[config.mk]
export PLATFORM = sky130hd
export DESIGN_NAME = tm1638_shield_ctrl
export DESIGN_NICKNAME = d
export VERILOG_FILES = /design/src/logic/tm1638_pkg.sv /design/src/logic/tm1638_serial.sv /design/src/logic/tm1638_led_key.sv /design/src/logic/tm1638_axil_regs.sv /design/src/logic/tm1638_shield_ctrl.sv
export SDC_FILE = /design/constraint.sdc
export NUM_CORES = 1
export LEC_CHECK = 0
export ABC_AREA = 1
export BUFFER_PORTS_ARGS = -buffer_cell sky130_fd_sc_hd__buf_2
export CAP_MARGIN = 15
export CORE_UTILIZATION = 60
export CTS_CLUSTER_DIAMETER = 40
export DETAILED_ROUTE_END_ITERATION = 6
export GPL_ROUTABILITY_DRIVEN = 0
export PLACE_DENSITY = 0.81
export SKIP_CTS_REPAIR_TIMING = 1
export SLEW_MARGIN = 30
export SYNTH_ARGS = -nofsm -noshare
export SYNTH_HDL_FRONTEND = slang
export SYNTH_HIERARCHICAL = 1
export SYNTH_SLANG_ARGS = --single-unit
[constraint.sdc]
create_clock -name i_clk -period 5.72 [get_ports i_clk]
set_clock_uncertainty 0.05 [all_clocks]
set_input_delay 0.572 -clock i_clk [delete_from_list [all_inputs] [get_ports i_clk]]
set_output_delay 0.572 -clock i_clk [all_outputs]
set_load 0.005 [all_outputs]
[src/logic/tm1638_pkg.sv]
// opcode enum, request and status structs, tm1638 command bytes, register offsets
package tm1638_pkg;

	// request kinds written by the host into REQ[2:0]
	typedef enum logic [2:0] {
		OP_CMD     = 3'd0, // raw command byte
		OP_SEG7    = 3'd1, // one digit
		OP_LED     = 3'd2, // one led
		OP_ALL_LED = 3'd3, // eight leds from a bitmap
		OP_BTN     = 3'd4  // key scan
	} tm1638_op_e;

	// one request from the register block to the sequencer
	typedef struct packed {
		tm1638_op_e op;
		logic [2:0] idx;   // digit or led index
		logic [7:0] data;  // segments, led value, bitmap or raw command
		logic [7:0] spare; // kept at zero
	} tm1638_req_t;

	// host-visible status word
	typedef struct packed {
		logic       idle; // no request in flight
		logic [7:0] btn;  // 1 = pressed
	} tm1638_status_t;

	// chip command bytes
	localparam logic [7:0] TM_CMD_READ_KEYS = 8'h42;
	localparam logic [7:0] TM_ADDR_BASE     = 8'hc0; // digit 0
	localparam logic [7:0] TM_ADDR_LED_BASE = 8'hc1; // led 0

	// strobe hold counter width
	localparam int TM_WAIT_W = 28;

	// axi4-lite register map, byte offsets
	localparam logic [3:0] TM_REG_REQ    = 4'h0;
	localparam logic [3:0] TM_REG_WAIT   = 4'h4;
	localparam logic [3:0] TM_REG_STATUS = 4'h8;

endpackage

[src/logic/tm1638_serial.sv]
// tm1638_serial: bit-level engine, one byte out or four key bytes in, button decode
`timescale 1ns/100ps

module tm1638_serial
#(
	parameter int CLK_DIV = 4 // i_clk cycles per half serial clock
)
(
	input  logic       i_clk,
	input  logic       i_arst_n,
	input  logic       i_wr_en,   // one-cycle pulse, send i_wr_byte
	input  logic [7:0] i_wr_byte,
	input  logic       i_rd_en,   // one-cycle pulse, read 4 key bytes
	input  logic       i_dio,
	output logic       o_idle,
	output logic [7:0] o_btn,     // held until the next read
	output logic       o_sclk,
	output logic       o_dio,
	output logic       o_dio_oe
);

localparam int DIV_W = (CLK_DIV > 1) ? $clog2(CLK_DIV) : 1;
localparam logic [DIV_W-1:0] DIV_LAST = DIV_W'(CLK_DIV - 1);

logic             busy;
logic             reading;  // current transfer is a key read
logic [DIV_W-1:0] div_cnt;
logic [4:0]       bit_cnt;
logic [7:0]       tx_sr;
logic [31:0]      rx_sr;
logic [7:0]       key_mask;
logic             start;
logic             half_end; // last cycle of a half period
logic             last_bit;

assign o_idle   = ~busy;
assign start    = ~busy & (i_wr_en | i_rd_en);
assign half_end = busy & (div_cnt == DIV_LAST);
assign last_bit = reading ? (bit_cnt == 5'd31) : (bit_cnt == 5'd7);

// key byte k: bit 0 is button k, bit 4 is button k+4
always_comb begin
	for (int k = 0; k < 4; k++) begin
		key_mask[k]     = rx_sr[8*k];
		key_mask[k + 4] = rx_sr[8*k + 4];
	end
end

always_ff @(posedge i_clk or negedge i_arst_n) begin
	if (!i_arst_n) begin
		busy     <= 1'b0;
		reading  <= 1'b0;
		div_cnt  <= '0;
		bit_cnt  <= '0;
		o_sclk   <= 1'b1;
		o_dio    <= 1'b1;
		o_dio_oe <= 1'b1;
		o_btn    <= '0;
	end else if (start) begin
		busy     <= 1'b1;
		reading  <= ~i_wr_en;                          // write wins if both pulse
		div_cnt  <= '0;
		bit_cnt  <= '0;
		o_sclk   <= 1'b0;                              // first low half
		o_dio_oe <= i_wr_en;                           // release pin for reads
		o_dio    <= i_wr_en ? i_wr_byte[0] : 1'b1;     // lsb first
	end else if (busy) begin
		div_cnt <= half_end ? '0 : div_cnt + 1'b1;
		if (half_end) begin
			if (!o_sclk) begin
				o_sclk <= 1'b1;                         // chip samples here
			end else if (last_bit) begin
				busy     <= 1'b0;                       // sclk stays high
				o_dio    <= 1'b1;
				o_dio_oe <= 1'b1;
				if (reading)
					o_btn <= key_mask;
			end else begin
				o_sclk  <= 1'b0;
				bit_cnt <= bit_cnt + 1'b1;
				if (!reading)
					o_dio <= tx_sr[1];                  // next bit while clock low
			end
		end
	end
end

// shift registers, no reset needed
always_ff @(posedge i_clk) begin
	if (start)
		tx_sr <= i_wr_byte;
	else if (half_end && o_sclk && !last_bit)
		tx_sr <= {1'b0, tx_sr[7:1]};

	if (half_end && !o_sclk && reading)
		rx_sr <= {i_dio, rx_sr[31:1]};                  // sample on rising edge
end

endmodule

[src/logic/tm1638_led_key.sv]
// tm1638_led_key: request sequencer, strobe framing, address bytes, strobe hold time
`timescale 1ns/100ps

module tm1638_led_key
	import tm1638_pkg::*;
(
	input  logic                 i_clk,
	input  logic                 i_arst_n,
	input  logic                 i_req_valid,
	input  tm1638_req_t          i_req,
	input  logic [TM_WAIT_W-1:0] i_wait,      // strobe hold after the request
	input  logic                 i_eng_idle,
	output logic                 o_req_ready,
	output logic                 o_wr_en,
	output logic [7:0]           o_wr_byte,
	output logic                 o_rd_en,
	output logic                 o_stb,
	output logic                 o_idle
);

typedef enum logic [2:0] {
	S_IDLE,
	S_START, // pull strobe low
	S_SEND,  // issue next byte
	S_GAP,   // engine picks up the pulse
	S_WAIT,  // wait for engine
	S_STOP,  // raise strobe
	S_HOLD   // strobe hold count
} state_e;

state_e               state;
tm1638_req_t          req_q;
logic [2:0]           frame;    // frame number for all-led
logic                 byte_sel; // 0 = first byte of the frame
logic                 reading;  // key read already issued
logic [TM_WAIT_W-1:0] hold_cnt;
logic [7:0]           first_byte;
logic [7:0]           second_byte;
logic                 two_bytes;
logic                 more_frames;

assign o_req_ready = (state == S_IDLE);
assign o_idle      = (state == S_IDLE) & ~i_req_valid & i_eng_idle;
assign more_frames = (req_q.op == OP_ALL_LED) && (frame != 3'd7);

// bytes of the current frame
always_comb begin
	first_byte  = req_q.data;
	second_byte = req_q.data;
	two_bytes   = 1'b1;
	case (req_q.op)
		OP_SEG7: begin
			first_byte = TM_ADDR_BASE + {4'b0, req_q.idx, 1'b0};
		end
		OP_LED: begin
			first_byte = TM_ADDR_LED_BASE + {4'b0, req_q.idx, 1'b0};
		end
		OP_ALL_LED: begin
			first_byte  = TM_ADDR_LED_BASE + {4'b0, frame, 1'b0};
			second_byte = {7'b0, req_q.data[frame]}; // led on/off
		end
		OP_BTN: begin
			first_byte = TM_CMD_READ_KEYS;
			two_bytes  = 1'b0;
		end
		default: begin
			two_bytes = 1'b0; // raw command, unknown ops too
		end
	endcase
end

always_ff @(posedge i_clk or negedge i_arst_n) begin
	if (!i_arst_n) begin
		state    <= S_IDLE;
		o_stb    <= 1'b1;
		o_wr_en  <= 1'b0;
		o_rd_en  <= 1'b0;
		frame    <= '0;
		byte_sel <= 1'b0;
		reading  <= 1'b0;
		hold_cnt <= '0;
	end else begin
		o_wr_en <= 1'b0;
		o_rd_en <= 1'b0;
		case (state)
			S_IDLE: begin
				o_stb <= 1'b1;
				if (i_req_valid) begin
					frame    <= '0;
					reading  <= 1'b0;
					hold_cnt <= i_wait;
					state    <= S_START;
				end
			end
			S_START: begin
				o_stb    <= 1'b0;
				byte_sel <= 1'b0;
				state    <= S_SEND;
			end
			S_SEND: begin
				if (i_eng_idle) begin
					o_wr_en <= 1'b1;
					state   <= S_GAP;
				end
			end
			S_GAP: begin
				state <= S_WAIT; // engine idle drops after this cycle
			end
			S_WAIT: begin
				if (i_eng_idle) begin
					if (!byte_sel && two_bytes) begin
						byte_sel <= 1'b1;
						state    <= S_SEND;
					end else if (req_q.op == OP_BTN && !reading) begin
						reading <= 1'b1;
						o_rd_en <= 1'b1;   // key read in the same frame
						state   <= S_GAP;
					end else begin
						state <= S_STOP;
					end
				end
			end
			S_STOP: begin
				o_stb <= 1'b1;
				if (more_frames) begin
					frame <= frame + 1'b1;
					state <= S_START;
				end else begin
					state <= S_HOLD;
				end
			end
			S_HOLD: begin
				if (hold_cnt == '0)
					state <= S_IDLE;
				else
					hold_cnt <= hold_cnt - 1'b1;
			end
			default: state <= S_IDLE;
		endcase
	end
end

// request and byte payload
always_ff @(posedge i_clk) begin
	if (state == S_IDLE && i_req_valid)
		req_q <= i_req;
	if (state == S_SEND && i_eng_idle)
		o_wr_byte <= byte_sel ? second_byte : first_byte;
end

endmodule

[src/logic/tm1638_axil_regs.sv]
// tm1638_axil_regs: axi4-lite slave with REQ, WAIT and STATUS registers
`timescale 1ns/100ps

module tm1638_axil_regs
	import tm1638_pkg::*;
#(
	parameter int unsigned TM_WAIT_RESET = 0 // reset value of WAIT
)
(
	input  logic                 i_clk,
	input  logic                 i_arst_n,
	// axi4-lite slave
	input  logic                 i_awvalid,
	output logic                 o_awready,
	input  logic [3:0]           i_awaddr,
	input  logic                 i_wvalid,
	output logic                 o_wready,
	input  logic [31:0]          i_wdata,
	input  logic [3:0]           i_wstrb,
	output logic                 o_bvalid,
	input  logic                 i_bready,
	output logic [1:0]           o_bresp,
	input  logic                 i_arvalid,
	output logic                 o_arready,
	input  logic [3:0]           i_araddr,
	output logic                 o_rvalid,
	input  logic                 i_rready,
	output logic [31:0]          o_rdata,
	output logic [1:0]           o_rresp,
	// towards the sequencer
	output logic                 o_req_valid,
	input  logic                 i_req_ready,
	output tm1638_req_t          o_req,
	output logic [TM_WAIT_W-1:0] o_wait,
	input  tm1638_status_t       i_status
);

logic        wr_go;      // aw and w taken together
logic        rd_go;
logic [31:0] wait_merge; // WAIT with byte strobes applied
logic [31:0] rd_word;

// no new write while a response or a request is outstanding
assign wr_go     = i_awvalid & i_wvalid & ~o_bvalid & ~o_req_valid;
assign o_awready = wr_go;
assign o_wready  = wr_go;
assign o_bresp   = 2'b00;
assign rd_go     = i_arvalid & o_arready;
assign o_arready = ~o_rvalid;
assign o_rresp   = 2'b00;

always_comb begin
	wait_merge = {{(32 - TM_WAIT_W){1'b0}}, o_wait};
	for (int b = 0; b < 4; b++) begin
		if (i_wstrb[b])
			wait_merge[8*b +: 8] = i_wdata[8*b +: 8];
	end
end

always_comb begin
	case (i_araddr)
		TM_REG_REQ:    rd_word = {16'h0, o_req.data, 1'b0, o_req.idx, 1'b0, o_req.op};
		TM_REG_WAIT:   rd_word = {{(32 - TM_WAIT_W){1'b0}}, o_wait};
		TM_REG_STATUS: rd_word = {16'h0, i_status.btn, 7'h0, i_status.idle};
		default:       rd_word = '0;
	endcase
end

always_ff @(posedge i_clk or negedge i_arst_n) begin
	if (!i_arst_n) begin
		o_bvalid    <= 1'b0;
		o_rvalid    <= 1'b0;
		o_req_valid <= 1'b0;
		o_req       <= '0;
		o_wait      <= TM_WAIT_W'(TM_WAIT_RESET);
	end else begin
		if (o_bvalid && i_bready)
			o_bvalid <= 1'b0;
		if (o_req_valid && i_req_ready)
			o_req_valid <= 1'b0;        // handshake done

		if (wr_go) begin
			o_bvalid <= 1'b1;
			case (i_awaddr)
				TM_REG_REQ: begin
					o_req_valid <= 1'b1;
					o_req.op    <= tm1638_op_e'(i_wdata[2:0]);
					o_req.idx   <= i_wdata[6:4];
					o_req.data  <= i_wdata[15:8];
					o_req.spare <= 8'h00;
				end
				TM_REG_WAIT: o_wait <= wait_merge[TM_WAIT_W-1:0];
				default: ;                  // ignored, still OKAY
			endcase
		end

		if (o_rvalid && i_rready)
			o_rvalid <= 1'b0;
		if (rd_go)
			o_rvalid <= 1'b1;
	end
end

// read data
always_ff @(posedge i_clk) begin
	if (rd_go)
		o_rdata <= rd_word;
end

endmodule

[src/logic/tm1638_shield_ctrl.sv]
// tm1638_shield_ctrl: top level joining register block, sequencer and serial engine
`timescale 1ns/100ps

module tm1638_shield_ctrl
	import tm1638_pkg::*;
#(
	parameter int          CLK_DIV       = 4,
	parameter int unsigned TM_WAIT_RESET = 0
)
(
	input  logic        i_clk,
	input  logic        i_arst_n,
	input  logic        i_awvalid,
	output logic        o_awready,
	input  logic [3:0]  i_awaddr,
	input  logic        i_wvalid,
	output logic        o_wready,
	input  logic [31:0] i_wdata,
	input  logic [3:0]  i_wstrb,
	output logic        o_bvalid,
	input  logic        i_bready,
	output logic [1:0]  o_bresp,
	input  logic        i_arvalid,
	output logic        o_arready,
	input  logic [3:0]  i_araddr,
	output logic        o_rvalid,
	input  logic        i_rready,
	output logic [31:0] o_rdata,
	output logic [1:0]  o_rresp,
	// shield pins
	output logic        o_tm1638_clk,
	output logic        o_tm1638_stb,
	output logic        o_tm1638_dio,
	output logic        o_tm1638_dio_oe, // drive enable for the board buffer
	input  logic        i_tm1638_dio
);

logic                 req_valid;
logic                 req_ready;
tm1638_req_t          req;
logic [TM_WAIT_W-1:0] wait_cnt;
tm1638_status_t       status;
logic                 seq_idle;
logic                 eng_idle;
logic                 wr_en;
logic [7:0]           wr_byte;
logic                 rd_en;
logic [7:0]           btn;

assign status = '{idle: seq_idle, btn: btn};

tm1638_axil_regs #(
	.TM_WAIT_RESET(TM_WAIT_RESET)
) i_tm1638_axil_regs (
	.i_clk       (i_clk),
	.i_arst_n    (i_arst_n),
	.i_awvalid   (i_awvalid),
	.o_awready   (o_awready),
	.i_awaddr    (i_awaddr),
	.i_wvalid    (i_wvalid),
	.o_wready    (o_wready),
	.i_wdata     (i_wdata),
	.i_wstrb     (i_wstrb),
	.o_bvalid    (o_bvalid),
	.i_bready    (i_bready),
	.o_bresp     (o_bresp),
	.i_arvalid   (i_arvalid),
	.o_arready   (o_arready),
	.i_araddr    (i_araddr),
	.o_rvalid    (o_rvalid),
	.i_rready    (i_rready),
	.o_rdata     (o_rdata),
	.o_rresp     (o_rresp),
	.o_req_valid (req_valid),
	.i_req_ready (req_ready),
	.o_req       (req),
	.o_wait      (wait_cnt),
	.i_status    (status)
);

tm1638_led_key i_tm1638_led_key (
	.i_clk       (i_clk),
	.i_arst_n    (i_arst_n),
	.i_req_valid (req_valid),
	.i_req       (req),
	.i_wait      (wait_cnt),
	.i_eng_idle  (eng_idle),
	.o_req_ready (req_ready),
	.o_wr_en     (wr_en),
	.o_wr_byte   (wr_byte),
	.o_rd_en     (rd_en),
	.o_stb       (o_tm1638_stb),
	.o_idle      (seq_idle)
);

tm1638_serial #(
	.CLK_DIV(CLK_DIV)
) i_tm1638_serial (
	.i_clk     (i_clk),
	.i_arst_n  (i_arst_n),
	.i_wr_en   (wr_en),
	.i_wr_byte (wr_byte),
	.i_rd_en   (rd_en),
	.i_dio     (i_tm1638_dio),
	.o_idle    (eng_idle),
	.o_btn     (btn),
	.o_sclk    (o_tm1638_clk),
	.o_dio     (o_tm1638_dio),
	.o_dio_oe  (o_tm1638_dio_oe)
);

endmodule

==> run_results.csv <==
group,metric,value,unit
critical_path,critPathMaxFanout,40,
critical_path,start_kind,"register",
timing,timing.slew.headroom,30.7,%
synthesis,syn_inst,1037,
clocking,path_clk_slew,0.07,ns
grt,antenna_found_initial,0,
critical_path,slowest_delay,0.57,ns
critical_path,crit_type,"reg2reg",
power_and_ir_drop,power.total,2.96,mW
die,die_y,127,µm
power_and_ir_drop,power_density,285,nW/µm²
die,num_io_pins,97,
outcome,status,"completed",
drt,postRouteWirelength,21.2,mm
final_layout,diodes,0,
hold_path,hp-class,"in2async",
die,core_area,15200,µm²
critical_path,required,5.98,ns
drt,num_vias,7529,
critical_path,end_kind,"register",
drt,ant_nets,0,
drt,viasPerCell,5.72,
critical_path,crit_path_frequent_cell,"nand2_1",
timing,fin_setup_tns,0,ns
power_and_ir_drop,power.leakage,4.71,nW
grt,grt_pass1_wl,34.9,mm
die,die_w,127,µm
clocking,clockBufferDepth,2,
clocking,cts_sinks,193,
critical_path,setup.worst_path.start,"i_tm1638_led_key/state[0]$_DFFE_PN0P_",
grt,track_usage,28.0,%
clocking,tritoncts,"built",
critical_path,rr_startpoint,"i_tm1638_led_key/state[0]$_DFFE_PN0P_",
drt,drc,0,
timing,min_period,2.67,ns
die,rows,45,
die,initial_utilization,61.4,%
drt,drt-pass1-iter-count,5,
placement,dp_hpwl,14.4,mm
job,drv_cap,0,
clocking,numCtsBuffers,17,
placement,io_buffers,84,
power_and_ir_drop,vdd_drop_max,222,µV
critical_path,critPathSlowestCell,"nor2_2",
timing,fin_crit_sh,46.7,%
synthesis,syn_area,9330,µm²
clocking,cts_root_buf,"clkbuf_16",
die,dieArea,16100,µm²
final_layout,nets,1173,
grt,grt_max_degree,65,
timing,worst_pin_slew,1.04,ns
synthesis,syn_avg_cell_area,9.00,µm²
drt,drt_iter0_drc,757,
synthesis,ys.warnings.count,6,
clocking,clk_latency,0.43,ns
drt,wire_per_inst,16.1,µm
critical_path,reg2reg_setup_slack,3.05,ns
final_layout,fillers,1179,
timing,whs,0.0820,ns
timing,rsz0062_at_grt,"false",
critical_path,arrival,2.93,ns
clocking,htreeDepth,4,
timing,finalMaxSlewViolations,0,
grt,grt_pass1_vias,7234,
critical_path,cp_cell_sequence,"nor2_1 > nand2_1 > nor2_2 > inv_1 > nand2_4 > inv_2 > nand2_1 > nand2_1",
final_layout,area_growth,11.2,%
timing,setup_viol,0,
final_layout,drive_gt1_share,15.6,%
timing,max_freq,375,MHz
grt,grt_overflow,0,
timing,hold_viol,0,
==> sequential cells by signal, summed over array words and instances, names as in the netlist, 2 cells and up <==
| signal | cells |
|---|---|
| i_tm1638_serial/rx_sr | 32 |
| i_tm1638_axil_regs/o_rdata | 28 |
| i_tm1638_axil_regs/o_wait | 28 |
| i_tm1638_led_key/hold_cnt | 28 |
| i_tm1638_axil_regs/o_req | 14 |
| i_tm1638_led_key/req_q | 14 |
| i_tm1638_led_key/o_wr_byte | 8 |
| i_tm1638_serial/o_btn | 8 |
| i_tm1638_serial/tx_sr | 7 |
| i_tm1638_serial/bit_cnt | 5 |
| i_tm1638_led_key/frame | 3 |
| i_tm1638_led_key/state | 3 |
| i_tm1638_serial/div_cnt | 2 |
==> critical path, delay by kind of cell, from the launching register on <==
family	cells	cell delay (ns)
DFF	1	0.45
and+or+nand+nor	6	1.54
buffers and inverters	2	0.50
==> where the power goes <==
group          total [mW]  leakage [nW]  switching [mW]  internal [mW]
Sequential           1.58          1.96          0.0578           1.53
Combinational       0.242          2.48           0.151         0.0913
Clock                1.13         0.272           0.558          0.577
Total                2.96          4.71           0.766           2.19
==> routing by layer <==
metal  wire [µm]  up-vias  GRT usage, %
met2        9900      352          43.0
met5           0        -             0
met1        9260     3573          40.1
li1            -     3563             -
met4         424        0          11.0
met3        1670       41          5.02
==> metrics by stage <==
step / cell area [µm²] / std cells / utilization [%] / setup WS [ns]
floorplan: 9360 / 1044 / - / 2.31
global placement: 9800 / 1284 / 64.5 / 2.82
detailed placement: 9800 / 1284 / 64.5 / 3.08
CTS: 10400 / 1316 / 68.2 / 3.05
global route: 10400 / 1316 / 68.3 / 2.74
finish: 10400 / 1316 / 68.3 / 3.05
==> final cells by class <==
type | instances | area (µm²) | share of cell area (%)
clock buffer | 17 | 425 | 4.10
clock inverter | 15 | 145 | 1.40
inverter | 112 | 420 | 4.05
multi-input combinational | 704 | 3420 | 33.0
sequential | 193 | 5280 | 50.9
tap | 188 | 235 | 2.27
timing repair buffer | 87 | 445 | 4.29
==> layout by cell type (no fill, tap or decap), drive strengths merged, types with 6 or more instances in the layout <==
cell and count:
conb 8, clkbuf 17, nand4 12, o21bai 30, dfrtp 100, o21ai 50
or2 8, clkinv 6, nand3 144, buf 87, nor3 7, nand2 286
o211ai 9, edfxtp 89, inv 118, nor2 112, a21oi 18, ha 6
==> final timing paths <==
check | cells after the start | endpoint
min in group i_clk | 2 | i_tm1638_axil_regs/o_bvalid$_DFFE_PN0P_
min | 1 | i_tm1638_led_key/hold_cnt[18]$_DFFE_PN0P_
min reg2reg | 0 | i_tm1638_serial/rx_sr[6]$_DFFE_PP_
max | 8 | i_tm1638_led_key/hold_cnt[17]$_DFFE_PN0P_
max in group asynchronous | 2 | i_tm1638_led_key/frame[1]$_DFFE_PN0P_
max reg2reg | 8 | i_tm1638_led_key/hold_cnt[17]$_DFFE_PN0P_
Power figures use the tool's default switching activity.
